### src/panel_macros.svh
/* Panel geometry shared by RTL and testbench.
   Height, width and bytes per pixel must each be 2 or more and at most 255. */
`ifndef PANEL_MACROS_SVH
`define PANEL_MACROS_SVH

// Columns
`define PANEL_WIDTH 64

// Rows
`define PANEL_HEIGHT 32

// Colour bytes per pixel
`define BYTES_PER_PIXEL 3

`endif

### src/panel_pkg.sv
/* Address, colour and command types for the panel frame writer.
   Fill requests in fill_req_t are already clipped to the panel. */
`include "panel_macros.svh"

package panel_pkg;

    typedef logic [$clog2(`PANEL_HEIGHT)-1:0] row_t;
    typedef logic [$clog2(`PANEL_WIDTH)-1:0] column_t;
    typedef logic [$clog2(`BYTES_PER_PIXEL)-1:0] pixel_t;

    // Byte 0 lands at pixel index 0
    typedef logic [`BYTES_PER_PIXEL-1:0][7:0] color_t;

    typedef enum logic [7:0] {
        OP_BLANK = 8'h01,
        OP_FILL  = 8'h02
    } opcode_e;

    typedef struct packed {
        column_t x1;
        row_t y1;
        logic [7:0] width;   // Never zero
        logic [7:0] height;  // Never zero
        color_t color;
    } fill_req_t;

endpackage

### src/cmd_decoder.sv
/* Bytes arriving while busy are dropped, there is no back-pressure.
   Out-of-panel origins and zero sizes are discarded without a cmd_done. */
`timescale 1ns/1ps
`include "panel_macros.svh"

module cmd_decoder (
    input  logic clk,
    input  logic reset,
    input  logic [7:0] cmd_byte,
    input  logic cmd_valid,
    input  logic fill_done,
    output logic fill_enable,
    output panel_pkg::fill_req_t fill_req,
    output logic busy,
    output logic cmd_done
);
    localparam int NUM_ARGS = 4 + `BYTES_PER_PIXEL;
    localparam int CNT_W = $clog2(NUM_ARGS);

    typedef enum logic [1:0] {S_OPCODE, S_ARGS, S_BUSY} state_e;

    state_e state;
    logic [CNT_W-1:0] arg_count;
    logic [7:0] x1_raw, y1_raw, width_raw, height_raw;
    panel_pkg::color_t color_buf, color_next;
    logic [8:0] room_x, room_y;
    logic [7:0] eff_width, eff_height;
    logic accept, cmd_ok;

    assign accept = cmd_valid && !busy;
    assign busy = (state == S_BUSY);
    assign fill_enable = busy;
    assign cmd_done = fill_done;

    // Space left from the origin to the panel edge
    assign room_x = 9'(`PANEL_WIDTH) - {1'b0, x1_raw};
    assign room_y = 9'(`PANEL_HEIGHT) - {1'b0, y1_raw};
    assign eff_width = ({1'b0, width_raw} > room_x) ? room_x[7:0] : width_raw;
    assign eff_height = ({1'b0, height_raw} > room_y) ? room_y[7:0] : height_raw;
    assign cmd_ok = (x1_raw < `PANEL_WIDTH) && (y1_raw < `PANEL_HEIGHT) &&
                    (width_raw != 8'd0) && (height_raw != 8'd0);

    always_comb begin
        color_next = color_buf;
        color_next[`BYTES_PER_PIXEL-1] = cmd_byte;  // Last byte is still on the bus
    end

    always_ff @(posedge clk) begin
        if (reset) begin
            state <= S_OPCODE;
            arg_count <= '0;
        end else begin
            case (state)
                S_OPCODE: if (accept) begin
                    arg_count <= '0;
                    if (cmd_byte == panel_pkg::OP_BLANK) begin
                        fill_req <= '{x1: '0, y1: '0, width: 8'(`PANEL_WIDTH),
                                      height: 8'(`PANEL_HEIGHT), color: '0};
                        state <= S_BUSY;
                    end else if (cmd_byte == panel_pkg::OP_FILL) begin
                        state <= S_ARGS;
                    end
                end
                S_ARGS: if (accept) begin
                    case (arg_count)
                        0: x1_raw <= cmd_byte;
                        1: y1_raw <= cmd_byte;
                        2: width_raw <= cmd_byte;
                        3: height_raw <= cmd_byte;
                        default: color_buf[arg_count - CNT_W'(4)] <= cmd_byte;
                    endcase
                    if (arg_count == CNT_W'(NUM_ARGS - 1)) begin
                        fill_req <= '{x1: panel_pkg::column_t'(x1_raw),
                                      y1: panel_pkg::row_t'(y1_raw),
                                      width: eff_width, height: eff_height,
                                      color: color_next};
                        state <= cmd_ok ? S_BUSY : S_OPCODE;
                    end else begin
                        arg_count <= arg_count + 1'b1;
                    end
                end
                S_BUSY: if (fill_done) state <= S_OPCODE;
                default: state <= S_OPCODE;
            endcase
        end
    end

    // Request holds for the whole fill and stays on the panel
    a_req_stable: assert property (@(posedge clk) disable iff (reset)
        fill_enable |-> (!$past(fill_enable) || $stable(fill_req)) &&
                        (fill_req.width != 8'd0) && (fill_req.height != 8'd0) &&
                        (int'(fill_req.x1) + int'(fill_req.width) <= `PANEL_WIDTH) &&
                        (int'(fill_req.y1) + int'(fill_req.height) <= `PANEL_HEIGHT));

endmodule

### config.mk
export PLATFORM = sky130hd
export DESIGN_NAME = cmd_decoder
export DESIGN_NICKNAME = d
export VERILOG_FILES = /design/src/panel_pkg.sv /design/src/cmd_decoder.sv
export VERILOG_INCLUDE_DIRS = /design/src /design/src/src
export SDC_FILE = /design/constraint.sdc
export NUM_CORES = 1
export LEC_CHECK = 0
export BUFFER_PORTS_ARGS = -buffer_cell sky130_fd_sc_hd__buf_2
export CAP_MARGIN = 20
export CORE_ASPECT_RATIO = 1.75
export CORE_MARGIN = 2
export CORE_UTILIZATION = 55
export CTS_CLUSTER_SIZE = 24
export DETAILED_ROUTE_END_ITERATION = 10
export HOLD_SLACK_MARGIN = 0.08
export PLACE_DENSITY = 0.85
export SLEW_MARGIN = 20
export SYNTH_ARGS = -nofsm -noshare
export SYNTH_HDL_FRONTEND = slang
export SYNTH_SLANG_ARGS = --single-unit
### constraint.sdc
create_clock -name clk -period 3.55 [get_ports clk]
set_clock_uncertainty 0.2 [all_clocks]
set_input_delay 0.5325 -clock clk [delete_from_list [all_inputs] [get_ports clk]]
set_output_delay 0.5325 -clock clk [all_outputs]
set_load 0.005 [all_outputs]
==> impl_metrics.json <==
{
  "ir_worst_vdd_v": 0.000264,
  "fmax_mhz": 305,
  "die_y_um": 125,
  "count_of_state_elements_after_synthesis": 104,
  "cp_data_arrival_time_ns": 3.18,
  "routed-via-count": 2953,
  "finalCriticalPeriod_ns": 3.28,
  "setup_repair_after_global_routing_missed_its_margin": "no",
  "clock_insertion_delay_worst_skew_ns": 0.34,
  "final_util_pct": 64.5,
  "initialDrtViolationCount": 124,
  "track_usage_pct": 21.2,
  "fp.dieW_um": 73.4,
  "route.detailed.drc": 0,
  "cts.path.max_buffers": 2,
  "vias_in_the_first_global_route": 2958,
  "aggregate_routed_wire_length_um": 9010,
  "synth.avg_cell_area_um2": 13.8,
  "finalSetupTns_ns": 0,
  "antenna_cells_inserted": 0,
  "place.detailed.hpwl_um": 6470,
  "power.combinational.fraction_pct": 1.4,
  "power_share_of_the_clock_group_pct": 39.5,
  "holdBufCountCts": 0,
  "grt_max_degree": 40,
  "max_stage_delay_ns": 0.46,
  "relSlewSlack_pct": 48.1,
  "initial_utilization_pct": 56.1,
  "hold_ws_ns": 0.204,
  "rows": 44,
  "cts.sinks": 104,
  "hold_viol_final": 0,
  "worstPathRequired_ns": 3.45,
  "num_io_pins": 66,
  "path_clk_slew_ns": 0.07,
  "synth_warn": 0,
  "gr-total-overflow": 0,
  "net_sw_share_pct": 19.3,
  "timing.max_cap.violations": 0,
  "timing.hold.worst.class": "primary input to flip-flop",
  "netlist_instances": 337,
  "core_area_um2": 8260,
  "outcome": "finished clean",
  "path_max_fanout": 5,
  "power.sequential.fraction_pct": 59.2,
  "synthesis.nets": 372,
  "viasPerCell": 5.87,
  "internal_power_of_the_cells_mw": 1.82,
  "cpMaxStageDelayCell": "sky130_fd_sc_hd__edfxtp_1",
  "async_reset_ff_share_pct": 0,
  "ff2ff_setup_slack_ns": 0.27,
  "portion_of_the_post_synthesis_area_used_by_sequential_elements_pct": 66.3,
  "placement.io_buffers": 65,
  "finalCritPeriodShare_pct": 92.5,
  "netSwitchingPower_uw": 435,
  "number_of_search_and_repair_iterations_in_the_first_detailed_routing_pass": 4,
  "endpoint_kind": "flip-flop",
  "htree_num_levels": 3,
  "crit_chain": "inv_1 -> ha_1 -> a21boi_0 -> nor2_1 -> ha_1 -> and3_1 -> a311oi_2 -> nand2_1 -> a31o_2",
  "report.final.slew_viol_count": 0,
  "grt_first_pass_wirelength_um": 14300,
  "synth_edf_count": 99,
  "post_synth_instance_area_um2": 4630,
  "layout.area.seq_um2": 3070,
  "total_power_mw": 2.25,
  "cp_common_cell": "sky130_fd_sc_hd__ha_1",
  "leakagePower_nw": 1.94,
  "routabilityCongestion": 0.873,
  "most_used_dff_post_synth": "sky130_fd_sc_hd__edfxtp_1",
  "setup_violators_final": 0,
  "nets": 441,
  "tritoncts": "built",
  "setup.worst_path.start_class": "flip-flop",
  "die-area_um2": 9210,
  "wire_length_per_cell_um": 17.9,
  "power_density_nw_per_um2": 423,
  "layout_cell_share_with_drive_strength_beyond_1_pct": 24.3,
  "worstSetupPathType": "flip-flop to flip-flop",
  "grt_antenna_before_repair": 0,
  "cts_inserted_buffers": 9,
  "clk_root_buffer_cell": "sky130_fd_sc_hd__clkbuf_16",
  "multi_input_area_um2": 1460,
  "filler_cell_count": 592,
  "flow.area_growth_from_synthesis_pct": 15.0,
  "tightestPinTransition_ns": 0.778,
  "synthDistinctLibCells": 47,
  "final_antenna_net_count": 0
}
placed cells by master, fill, tap and decap left out, drive strengths merged, types with 2 or more instances in the layout:
master,count
o31ai,2
and4,2
a21o,2
inv,16
or2,2
nand2b,4
nor2b,3
a221oi,2
a31o,5
and2,36
a41oi,3
clkbuf,10
edfxtp,99
a211oi,3
buf,68
ha,23
mux2i,4
a21oi,9
xnor2,4
a41o,2
nor3,6
o21ai,4
xor2,5
nand3,8
o21a,4
and3,4
dfxtp,5
clkinv,3
nor4,12
clkinvlp,2
nand2,22
nor2,21
a21boi,2
a211o,2
o221a,2
per-layer routing:
| metal | routed length (µm) | vias to the layer above | global-route usage (%) |
|---|---|---|---|
| li1 | - | 1409 | - |
| met1 | 3150 | 1438 | 22.4 |
| met2 | 5150 | 87 | 37.1 |
| met3 | 417 | 19 | 4.43 |
| met4 | 295 | 0 | 12.9 |
| met5 | 0 | - | 0 |
worst paths after layout:
kind | depth (start not counted) | startpoint | end
max reg2reg | 9 | x1_raw[0] | fill_req[37]
max | 9 | x1_raw[0] | fill_req[37]
min | 2 | reset | arg_count[1]
min reg2reg | 2 | arg_count[1] | arg_count[1]
metrics by stage:
step	setup WS (ns)	cell area, µm²	std cells
4_1_cts	0.144	5330	503
5_1_grt	0.0882	5330	503
3_3_place_gp	0.299	5060	487
6_report	0.267	5330	503
3_5_place_dp	0.171	5060	487
2_1_floorplan	0.442	4630	337
cell families (layout without fill, tap and decap cells):
family                   Yosys count  after routing  synth area share, %
multiplexers                       5              5                 1.11
AND/OR/NAND/NOR                  124            124                 14.6
flip-flops                       104            104                 66.3
AO/OA/AOI/OAI                     47             47                 7.86
XOR/XNOR                           9              9                 1.70
adder cells (fa/ha/maj)           23             23                 6.21
buffers and inverters             25             99                 2.19
Yosys cell counts (2+ instances only):
cell                        n  area, µm²
sky130_fd_sc_hd__a221oi_1   2       17.5
sky130_fd_sc_hd__nor2_1    21       78.8
sky130_fd_sc_hd__o31ai_1    2       15.0
sky130_fd_sc_hd__dfxtp_1    5        100
sky130_fd_sc_hd__mux2i_1    4       40.0
sky130_fd_sc_hd__and3_1     4       25.0
sky130_fd_sc_hd__a21oi_1    9       45.0
sky130_fd_sc_hd__o221a_2    2       22.5
sky130_fd_sc_hd__and2_1    35        219
sky130_fd_sc_hd__buf_4      2       15.0
sky130_fd_sc_hd__a41oi_1    3       26.3
sky130_fd_sc_hd__nor4_1    11       68.8
sky130_fd_sc_hd__nand2b_1   4       25.0
sky130_fd_sc_hd__a21boi_0   2       15.0
sky130_fd_sc_hd__nor3_1     6       30.0
sky130_fd_sc_hd__nand2_1   22       82.6
sky130_fd_sc_hd__and4_1     2       17.5
sky130_fd_sc_hd__a211o_1    2       17.5
sky130_fd_sc_hd__o21a_1     4       30.0
sky130_fd_sc_hd__clkbuf_1   7       26.3
sky130_fd_sc_hd__nand3_1    8       40.0
sky130_fd_sc_hd__a21o_1     2       15.0
sky130_fd_sc_hd__a31o_2     5       43.8
sky130_fd_sc_hd__o21ai_0    4       20.0
sky130_fd_sc_hd__edfxtp_1  99       2970
sky130_fd_sc_hd__xor2_1     5       43.8
sky130_fd_sc_hd__xnor2_1    4       35.0
sky130_fd_sc_hd__a211oi_1   3       22.5
sky130_fd_sc_hd__ha_1      23        288
sky130_fd_sc_hd__nor2b_1    3       18.8
sky130_fd_sc_hd__or2_2      2       12.5
sky130_fd_sc_hd__inv_1     15       56.3
flip-flops by register name (all words and copies together), names as in the netlist:
signal / flops
state: 2
x1_raw: 8
height_raw: 8
y1_raw: 8
width_raw: 8
fill_req: 51
arg_count: 3
color_buf: 16
power by group through the flow:
stage / Combinational (mW) / Sequential [mW] / Clock, mW
final: 0.0311 / 1.33 / 0.889
after global routing: 0.0346 / 1.33 / 0.960
after CTS: 0.0314 / 1.33 / 0.912
after detailed placement: 0.0312 / 1.36 / 0
after global placement: 0.0299 / 1.36 / 0
after floorplan: 0.00880 / 1.36 / 0
repair_timing:
action,4_1_cts,5_1_grt
buffers inserted,0,0
endpoints found under the setup margin,0,2
gates resized for setup,0,1
worst max-delay path, delay by kind of cell, from the launching register on:
family	cells	cell delay (ns)
simple gates	3	0.57
fa+ha+maj	2	0.57
buf+inv	1	0.09
compound gates	3	1.15
flops	1	0.46
cell type report:
cell class | count | share of cell area, %
Sequential cell | 104 | 57.7
Multi-Input combinational cell | 208 | 27.5
Timing Repair Buffer | 68 | 6.53
Clock buffer | 10 | 4.30
Tap cell | 92 | 2.16
Inverter | 15 | 1.06
Clock inverter | 6 | 0.845
No activity file was read; power rests on OpenSTA's default activity.
