### src/panel_macros.svh
/* Panel geometry shared by RTL and testbench.
   Height, width and bytes per pixel must each be 2 or more and at most 255. */
`ifndef PANEL_MACROS_SVH
`define PANEL_MACROS_SVH

// Columns
`define PANEL_WIDTH 64

// Rows
`define PANEL_HEIGHT 32

// Colour bytes per pixel
`define BYTES_PER_PIXEL 3

`endif

### src/panel_pkg.sv
/* Address, colour and command types for the panel frame writer.
   Fill requests in fill_req_t are already clipped to the panel. */
`include "panel_macros.svh"

package panel_pkg;

    typedef logic [$clog2(`PANEL_HEIGHT)-1:0] row_t;
    typedef logic [$clog2(`PANEL_WIDTH)-1:0] column_t;
    typedef logic [$clog2(`BYTES_PER_PIXEL)-1:0] pixel_t;

    // Byte 0 lands at pixel index 0
    typedef logic [`BYTES_PER_PIXEL-1:0][7:0] color_t;

    typedef enum logic [7:0] {
        OP_BLANK = 8'h01,
        OP_FILL  = 8'h02
    } opcode_e;

    typedef struct packed {
        column_t x1;
        row_t y1;
        logic [7:0] width;   // Never zero
        logic [7:0] height;  // Never zero
        color_t color;
    } fill_req_t;

endpackage

### src/fb_write_if.sv
/* One byte write into the frame buffer per cycle with write_enable high.
   No handshake, the memory always accepts. */
`timescale 1ns/1ps

interface fb_write_if;

    panel_pkg::row_t row;
    panel_pkg::column_t column;
    panel_pkg::pixel_t pixel;    // Byte within the pixel
    logic [7:0] data;
    logic write_enable;

    modport writer (
        output row, column, pixel, data, write_enable
    );

    modport memory (
        input row, column, pixel, data, write_enable
    );

endinterface

### src/fill_area_engine.sv
/* Sweeps pixel bytes fastest, then columns, then rows, one write per cycle.
   Expects a request clipped to the panel; starts once per reset. */
`timescale 1ns/1ps
`include "panel_macros.svh"

module fill_area_engine (
    input  logic clk,
    input  logic reset,
    input  logic run,
    input  logic ack,
    input  panel_pkg::fill_req_t req,
    output logic engine_done,
    fb_write_if.writer wr
);
    logic active;
    logic [7:0] x_off, y_off;
    panel_pkg::pixel_t pix;
    logic last_pix, last_col, last_row;

    assign last_pix = (pix == panel_pkg::pixel_t'(`BYTES_PER_PIXEL - 1));
    assign last_col = (x_off == req.width - 8'd1);
    assign last_row = (y_off == req.height - 8'd1);

    assign wr.write_enable = active;
    assign wr.row = panel_pkg::row_t'(req.y1 + y_off);
    assign wr.column = panel_pkg::column_t'(req.x1 + x_off);
    assign wr.pixel = pix;
    assign wr.data = req.color[pix];

    always_ff @(posedge clk) begin
        if (reset) begin
            active <= 1'b0;
            engine_done <= 1'b0;
            x_off <= '0;
            y_off <= '0;
            pix <= '0;
        end else begin
            if (ack) engine_done <= 1'b0;

            if (active) begin
                if (!last_pix) begin
                    pix <= pix + 1'b1;
                end else begin
                    pix <= '0;
                    if (!last_col) begin
                        x_off <= x_off + 8'd1;
                    end else begin
                        x_off <= '0;
                        if (!last_row) begin
                            y_off <= y_off + 8'd1;
                        end else begin
                            active <= 1'b0;    // Final byte this cycle
                            engine_done <= 1'b1;
                        end
                    end
                end
            end else if (run && !engine_done) begin
                active <= 1'b1;
                x_off <= '0;
                y_off <= '0;
                pix <= '0;
            end
        end
    end

    // Clipping upstream keeps every write on the panel
    a_in_panel: assert property (@(posedge clk) disable iff (reset)
        wr.write_enable |-> (int'(req.y1) + int'(y_off) < `PANEL_HEIGHT) &&
                            (int'(req.x1) + int'(x_off) < `PANEL_WIDTH));

endmodule

### src/area_fill_cmd.sv
/* Runs one fill request per enable level through a fresh engine.
   done is a single-cycle pulse, enable must drop on it. */
`timescale 1ns/1ps

module area_fill_cmd (
    input  logic clk,
    input  logic reset,
    input  logic enable,
    input  panel_pkg::fill_req_t req,
    output logic done,
    fb_write_if.writer wr
);
    typedef enum logic [1:0] {
        ST_START,
        ST_RUNNING,
        ST_PREDONE,
        ST_DONE
    } ctrl_state_e;

    ctrl_state_e state;
    logic run;
    logic local_reset;     // Clears the engine after each request
    logic engine_reset;
    logic engine_done;

    assign engine_reset = reset || local_reset;

    always_ff @(posedge clk) begin
        if (reset) begin
            state <= ST_START;
            run <= 1'b0;
            done <= 1'b0;
            local_reset <= 1'b0;
        end else begin
            case (state)
                ST_START: if (enable) begin
                    run <= 1'b1;
                    state <= ST_RUNNING;
                end
                ST_RUNNING: if (engine_done) begin
                    run <= 1'b0;
                    state <= ST_PREDONE;
                end
                ST_PREDONE: begin
                    done <= 1'b1;
                    local_reset <= 1'b1;
                    state <= ST_DONE;
                end
                ST_DONE: begin
                    done <= 1'b0;
                    local_reset <= 1'b0;
                    state <= ST_START;
                end
                default: state <= ST_START;
            endcase
        end
    end

    fill_area_engine engine_i (
        .clk(clk),
        .reset(engine_reset),
        .run(run),
        .ack(done),
        .req(req),
        .engine_done(engine_done),
        .wr(wr)
    );

    // Decoder drops enable right after the done pulse
    a_done_pulse: assert property (@(posedge clk) disable iff (reset)
        done |=> !done && !enable);

endmodule

### src/flat_wrapper.sv
// flat-port wrapper written by rule: the top's interface ports become plain ports
module area_fill_cmd_flat 
  (clk, reset, enable, req, done, wr_row, wr_column, wr_pixel, wr_data, wr_write_enable);
  fb_write_if wr_i ();
  input  logic clk;
  input  logic reset;
  input  logic enable;
  input  panel_pkg::fill_req_t req;
  output logic done;
  output wire logic [$bits(wr_i.row)-1:0] wr_row;
  output wire logic [$bits(wr_i.column)-1:0] wr_column;
  output wire logic [$bits(wr_i.pixel)-1:0] wr_pixel;
  output wire logic [$bits(wr_i.data)-1:0] wr_data;
  output wire logic [$bits(wr_i.write_enable)-1:0] wr_write_enable;
  assign wr_row = wr_i.row;
  assign wr_column = wr_i.column;
  assign wr_pixel = wr_i.pixel;
  assign wr_data = wr_i.data;
  assign wr_write_enable = wr_i.write_enable;
  area_fill_cmd u_core (.clk(clk), .reset(reset), .enable(enable), .req(req), .done(done), .wr(wr_i));
endmodule
### config.mk
export PLATFORM = sky130hd
export DESIGN_NAME = area_fill_cmd_flat
export DESIGN_NICKNAME = d
export VERILOG_FILES = /design/src/panel_pkg.sv /design/src/fb_write_if.sv /design/src/fill_area_engine.sv /design/src/area_fill_cmd.sv /design/src/flat_wrapper.sv
export VERILOG_INCLUDE_DIRS = /design/src /design/src/src
export SDC_FILE = /design/constraint.sdc
export NUM_CORES = 1
export LEC_CHECK = 0
export ABC_CLOCK_PERIOD_IN_PS = 2660
export BUFFER_PORTS_ARGS = -buffer_cell sky130_fd_sc_hd__buf_2
export CAP_MARGIN = 40
export CORE_ASPECT_RATIO = 0.6
export CORE_MARGIN = 4
export CORE_UTILIZATION = 46
export CTS_CLUSTER_DIAMETER = 200
export DETAILED_ROUTE_END_ITERATION = 10
export PLACE_DENSITY_LB_ADDON = 0.05
export SETUP_SLACK_MARGIN = 0.05
export SLEW_MARGIN = 10
export SYNTH_ARGS = -nofsm -noshare
export SYNTH_HDL_FRONTEND = slang
export SYNTH_SLANG_ARGS = --single-unit
### constraint.sdc
create_clock -name clk -period 2.66 [get_ports clk]
set_clock_uncertainty 0.15 [all_clocks]
set_input_delay 0.532 -clock clk [delete_from_list [all_inputs] [get_ports clk]]
set_output_delay 0.532 -clock clk [all_outputs]
set_load 0.05 [all_outputs]
==> results.toml, run 1 <==
[run_status]
status = "complete, no violations"

[final_layout]
n_antenna_cell = 0
nets = 443
fillCellCount = 424
drive_above_1_share = 0.372
syn_to_final_growth_pct = 33.1
utilization = 0.645

[hold_path]
hp-start = "u_core.engine_i.y_off[7]"
min_path_type = "reg -> reg"

[floorplan]
die-height_um = 62.1
start_util = 0.484
core_area_um2 = 4640
dieArea_um2 = 6100
num_rows = 19
fp.dieW_um = 98.2
io_pins = 77

[sta]
setup_viol = 0
rsz0062_at_grt = "yes"
fin_crit_ns = 2.59
worst_slack_ns = 0.0716
maxSlewViolCount = 0
timing_worst_slew_pin_value_ns = 0.497
slew_headroom = 0.667
whs_ns = 0.350
hold_viol = 0
finalCritPeriodShare = 0.973
max_freq_mhz = 386

[global_route]
grt_usage = 0.179
antenna_found_initial = 0
grt_pass1_wl_mm = 9.34
grt_start_max_net_pins = 13
grt_overflow = 0
grt_pass1_vias = 2037

[clocking]
cts_tree = "done"
cts-buffers-inserted = 3
clkTransAtPathRegs_ns = 0.08
clk_latency_ns = 0.26
cts.sinks = 24
cts_setup_buffers = 0
cts_hold_buf = 0
ctsLongestPathBuffers = 2
cts-root-buf = "clkbuf_8"
htreeDepth = 1

[power]
power_density_nw_per_um2 = 519
peakVddDrop_mv = 0.462
power.leakage_nw = 1.35

[synthesis]
async_reset_ff_frac = 0
syn_inst = 271
ys_seq_elements = 24
synth_top_family_by_area = "simple AND/OR/NAND/NOR gates"
synth_fp_nets = 344
synth_mux_area_frac = 0.0451
ys.flop_type = "dfxtp_1"
synthDistinctLibCells = 54
netlist_area_um2 = 2250
synth_xor_area_frac = 0.132
synth_fa_ha_area_frac = 0.113
yosysWarnings = 0
synth_area_per_cell_um2 = 8.29
synth_compound_area_frac = 0.190
synthSimpleGateAreaFrac = 0.251
synth_edf_count = 0
ys_seq_area_frac = 0.214

[drt]
post_drt_via_cell_ratio = 5.11
drcViolationCount = 0
wl_mm = 5.57
vias = 2202
wl_per_cell_um = 12.9
firstDrtPassIters = 4
drt_iter0_drc = 124
antenna_left = 0

[worst_setup_path]
worstPathRequired_ns = 1.98
crit_path_end_kind = "output pin"
crit_arrival_ns = 1.91
critPathKind = "in -> out"
setup.worst_path.start = "req[46]"
r2r_start = "u_core.engine_i.x_off[4]"
startpoint_type = "primary input"
path_max_fanout = 2

[placed_design]
pre_cts_ws_ns = -0.0980
gp_congestion = 0.826
detailed_place_hpwl_mm = 4.64
io_buffers = 76

[flow_run]
drv_cap = 0
==> area by class of cell <==
cell class | count | area [um^2] | share of cell area
well taps | 63 | 78.8 | 0.0264
flip-flops and latches | 24 | 487 | 0.163
repair buffers | 100 | 579 | 0.194
inverters | 23 | 86.3 | 0.0289
multi-input cells | 218 | 1720 | 0.574
clock buffers | 3 | 41.3 | 0.0138
==> critical path: stages <==
cell      delay [ns]
buf_2           0.10
ha_1            0.27
a21o_1          0.21
a21oi_2         0.18
o21bai_1        0.10
a21oi_2         0.18
xnor2_2         0.14
buf_6           0.18
==> cell usage in the layout (no fill, tap or decap), types with 4 or more instances in the layout <==
cell type	count
dfxtp_1	21
a21oi_2	4
ha_1	16
xnor2_2	6
xnor2_1	16
nand4_1	4
buf_4	24
xor2_1	11
nor3_1	17
inv_1	23
and3_1	4
buf_2	73
nand2_1	19
nor2_1	16
o21ai_2	6
a21oi_1	13
nand3_1	10
mux2i_1	9
or3_1	5
o21ai_1	7
a21o_1	4
nor2b_1	4
==> Yosys cell counts (2+ instances only) <==
library cell	number	area (um^2)
a21o_1	4	30.0
a21oi_1	17	85.1
a22oi_1	3	22.5
a31oi_1	3	18.8
and3_1	4	25.0
and4bb_1	2	25.0
buf_6	2	22.5
clkbuf_1	2	7.51
dfxtp_1	24	480
fa_1	2	40.0
ha_1	17	213
inv_1	23	86.3
mux2i_1	9	90.1
nand2_1	19	71.3
nand3_1	10	50.1
nand3_2	2	20.0
nand3b_1	2	15.0
nand4_1	4	25.0
nor2_1	16	60.1
nor2b_1	4	25.0
nor3_1	17	85.1
nor4_4	2	42.5
o21ai_0	12	60.1
o21ai_1	4	20.0
o31ai_1	3	22.5
or3_1	5	31.3
or4_1	2	15.0
xnor2_1	21	184
xor2_1	11	96.3
==> routing by layer <==
layer	part of all wire	up-vias	global-route usage
met3	0.093	2	0.0503
met4	0.0023	0	0.0102
met5	0	-	0
met2	0.38	76	0.247
met1	0.52	959	0.284
li1	-	1165	-
==> what timing repair did <==
action / in CTS / in global routing
pin swaps: 0 / 1
gates cloned: 0 / 0
endpoints found under the hold margin: 0 / 0
setup endpoints to repair: 3 / 8
resized for setup: 5 / 11
==> logic make-up (layout without fill, tap and decap cells) <==
group,after synthesis,in the layout
XOR/XNOR,33,33
flip-flops,24,24
AO/OA/AOI/OAI,59,59
buffers and inverters,29,126
AND/OR/NAND/NOR,97,97
adder cells (fa/ha/maj),19,19
multiplexers,10,10
==> path summary, 6_finish.rpt <==
path | endpoint | slack (ns) | cells after the start
worst max-delay path | wr_column[5] | 0.07 | 8
worst max register to register | u_core.engine_i.y_off[6] | 0.40 | 8
worst min register to register | u_core.engine_i.y_off[7] | 0.35 | 2
worst min-delay path | u_core.engine_i.y_off[7] | 0.35 | 2
==> sequential cells by signal, indices dropped and copies added (netlist names) <==
name,flops
u_core.engine_i.y_off,8
u_core.engine_i.engine_done,1
u_core.engine_i.wr.write_enable,1
u_core.local_reset,1
u_core.run,1
u_core.engine_i.wr.pixel,2
u_core.state,2
u_core.engine_i.x_off,8
==> per-stage QoR <==
step / power (mW) / area, um^2 / std cells / TNS, ns
after global placement: 1.35 / 2910 / 428 / -0.145
final: 1.55 / 2990 / 431 / 0
after global routing: 1.67 / 2990 / 431 / -0.0109
after detailed placement: 1.35 / 2910 / 428 / -0.493
after floorplan: 1.12 / 2310 / 271 / -0.0376
after CTS: 1.56 / 2960 / 431 / 0
==> report_power, final <==
part           internal (mW)  switching (mW)
Clock                  0.101           0.111
Sequential             0.399          0.0467
Combinational          0.293           0.603
Total                  0.792           0.761
Note: power is estimated with default switching activity, not from simulation.
==> run 2, diff against run 1 <==
Settings changed: ABC_CLOCK_PERIOD_IN_PS 2660 to 2500, CORE_UTILIZATION 46 to 51.
Clock period 2.66 ns to 2.5 ns, I/O delays scaled along.
==> results.toml, run 2 (synthesis gave the netlist of run 1 again) <==
[run_status]
status = "complete, no violations"

[final_layout]
design_area_um2 = 3150
reg_top3 = "u_core.engine_i.x_off (8), u_core.engine_i.y_off (8)"
final_cell_mix = "buf_2, buf_4, inv_1, nand2_1, dfxtp_1"
layout_commonest_cell = "buf_2"
drive_above_1_share = 0.433
syn_to_final_growth_pct = 40.1
fillCellCount = 314
nets = 449
utilization = 0.755
n_antenna_cell = 0
fin_cells = 434

[floorplan]
core_area_um2 = 4170
num_rows = 18
io_pins = 77
die-height_um = 59.4
start_util = 0.539
fp.dieW_um = 93.7
dieArea_um2 = 5560

[worst_setup_path]
timing.rr.end = "u_core.engine_i.engine_done"
path_delay_family = "compound AO/OA/AOI/OAI gates"
critPathKind = "reg -> out"
startpoint_type = "flip-flop"
crit_path_end = "wr_column[5]"
crit_chain = "ha_4 -> a21o_1 -> a21oi_2 -> o21bai_2 -> a21oi_2 -> xnor2_2 -> buf_6"
reg2regPathDepth = 7
critPathSlowestCell = "dfxtp_2"
crit_path_end_kind = "output pin"
crit_cells = 7
crit_top_cell = "a21oi_2"
setup.worst_path.start = "u_core.engine_i.x_off[1]"
reg2reg_slack_ns = 0.19
path_max_fanout = 2
r2r_start = "u_core.engine_i.x_off[7]"
worstPathRequired_ns = 1.85
crit_arrival_ns = 1.79
cp_slowest_stage_delay_ns = 0.36
path_buf_inv = 1

[power]
combPwrFrac = 0.584
total_power_mw = 1.70
power.internal_uw = 863
p_switching_uw = 834
power_density_nw_per_um2 = 539
switching_share = 0.492
peakVddDrop_mv = 0.596
power.leakage_nw = 1.39
pwr-share-clk = 0.134
p_seq_frac = 0.282

[sta]
finalCritPeriodShare = 0.977
max_freq_mhz = 409
maxSlewViolCount = 0
timing_worst_slew_pin_value_ns = 0.405
fin_crit_ns = 2.44
worst_slack_ns = 0.0569
setup_viol = 0
hold_viol = 0
slew_headroom = 0.728
rsz0062_at_grt = "yes"

[global_route]
grt_usage = 0.223
antenna_found_initial = 0
grt_start_max_net_pins = 13
grt_pass1_wl_mm = 9.92
grt_overflow = 0
grt_pass1_vias = 2162

[clocking]
clkTransAtPathRegs_ns = 0.08
cts_setup_buffers = 0
ctsLongestPathBuffers = 2
clk_latency_ns = 0.27
cts_tree = "done"
cts-root-buf = "clkbuf_8"
cts-buffers-inserted = 3
cts.sinks = 24
htreeDepth = 1

[placed_design]
gp_congestion = 0.820
pre_cts_ws_ns = -0.166
place_inst = 432
detailed_place_hpwl_mm = 4.92
dpl_cell_area_um2 = 2970
io_buffers = 76

[drt]
wl_per_cell_um = 13.9
vias = 2338
wl_mm = 6.04
firstDrtPassIters = 4
post_drt_via_cell_ratio = 5.39
drcViolationCount = 0
antenna_left = 0
drt_iter0_drc = 130

[hold_path]
min_path_type = "in -> reg"

[flow_run]
drv_cap = 0
-- run 2: cell count changes in the layout (fill, tap and decap cells not counted), moves of 2 or more --
cell | previous run | this run
fa_2 | 0 | 2
ha_1 | 16 | 13
ha_4 | 0 | 3
fa_1 | 2 | 0
a21oi_1 | 13 | 11
inv_1 | 23 | 20
buf_4 | 24 | 30
buf_2 | 73 | 71
inv_2 | 0 | 3
dfxtp_1 | 21 | 19
buf_6 | 3 | 5
dfxtp_2 | 2 | 4
-- run 2: what timing repair did --
action | in CTS | in global routing
hold buffers | 0 | 0
pin swaps | 9 | 19
gates resized for setup | 20 | 21
setup endpoints to repair | 5 | 13
-- run 2: worst register-to-register path, cell delays in order (launching register included) --
cell and delay [ns]:
dfxtp_1 0.34, xnor2_1 0.37, and4bb_1 0.27, a2bb2oi_2 0.09, a221oi_2 0.35, nand3_2 0.16, a2111oi_4 0.38, o21a_1 0.16
-- run 2: how the worst min path moves through the flow --
stage | start | end | slack, ns | cells after the start
2_1_floorplan | u_core.engine_i.engine_done | u_core.engine_i.engine_done | 0.31 | 1
6_report | reset | u_core.state[1] | 0.31 | 2
3_5_place_dp | u_core.engine_i.y_off[7] | u_core.engine_i.y_off[7] | 0.35 | 2
3_3_place_gp | u_core.engine_i.y_off[7] | u_core.engine_i.y_off[7] | 0.33 | 2
4_1_cts | reset | u_core.local_reset | 0.31 | 2
5_1_grt | reset | u_core.local_reset | 0.31 | 2
-- run 2: per-stage QoR --
step	setup TNS, ns	hold slack, ns
2_1_floorplan	-0.00966	0.313
3_3_place_gp	-0.996	0.333
3_5_place_dp	-1.44	0.351
4_1_cts	0	0.310
5_1_grt	-0.0420	0.306
6_report	0	0.313
-- run 2: final cells by class --
cell class | count | area, um^2 | share of cell area
repair buffers | 106 | 637 | 0.202
clock buffers | 3 | 41.3 | 0.0131
well taps | 60 | 75.1 | 0.0239
inverters | 23 | 86.3 | 0.0274
multi-input cells | 218 | 1820 | 0.578
flip-flops and latches | 24 | 489 | 0.155
-- run 2: layer usage --
metal  global-route usage  wire length [um]  vias up
met5                    0                 0        -
met4               0.0453                57        0
met3               0.0419               601        7
met2                0.338              2510      104
met1                0.331              2870     1052
li1                     -                 -     1175
-- run 2: power groups by stage --
stage | logic [mW] | clock network, mW | registers [mW]
after global placement | 0.955 | 0 | 0.484
after floorplan | 0.656 | 0 | 0.544
final | 0.991 | 0.228 | 0.478
after global routing | 1.08 | 0.249 | 0.485
after detailed placement | 0.971 | 0 | 0.485
after CTS | 0.981 | 0.232 | 0.478
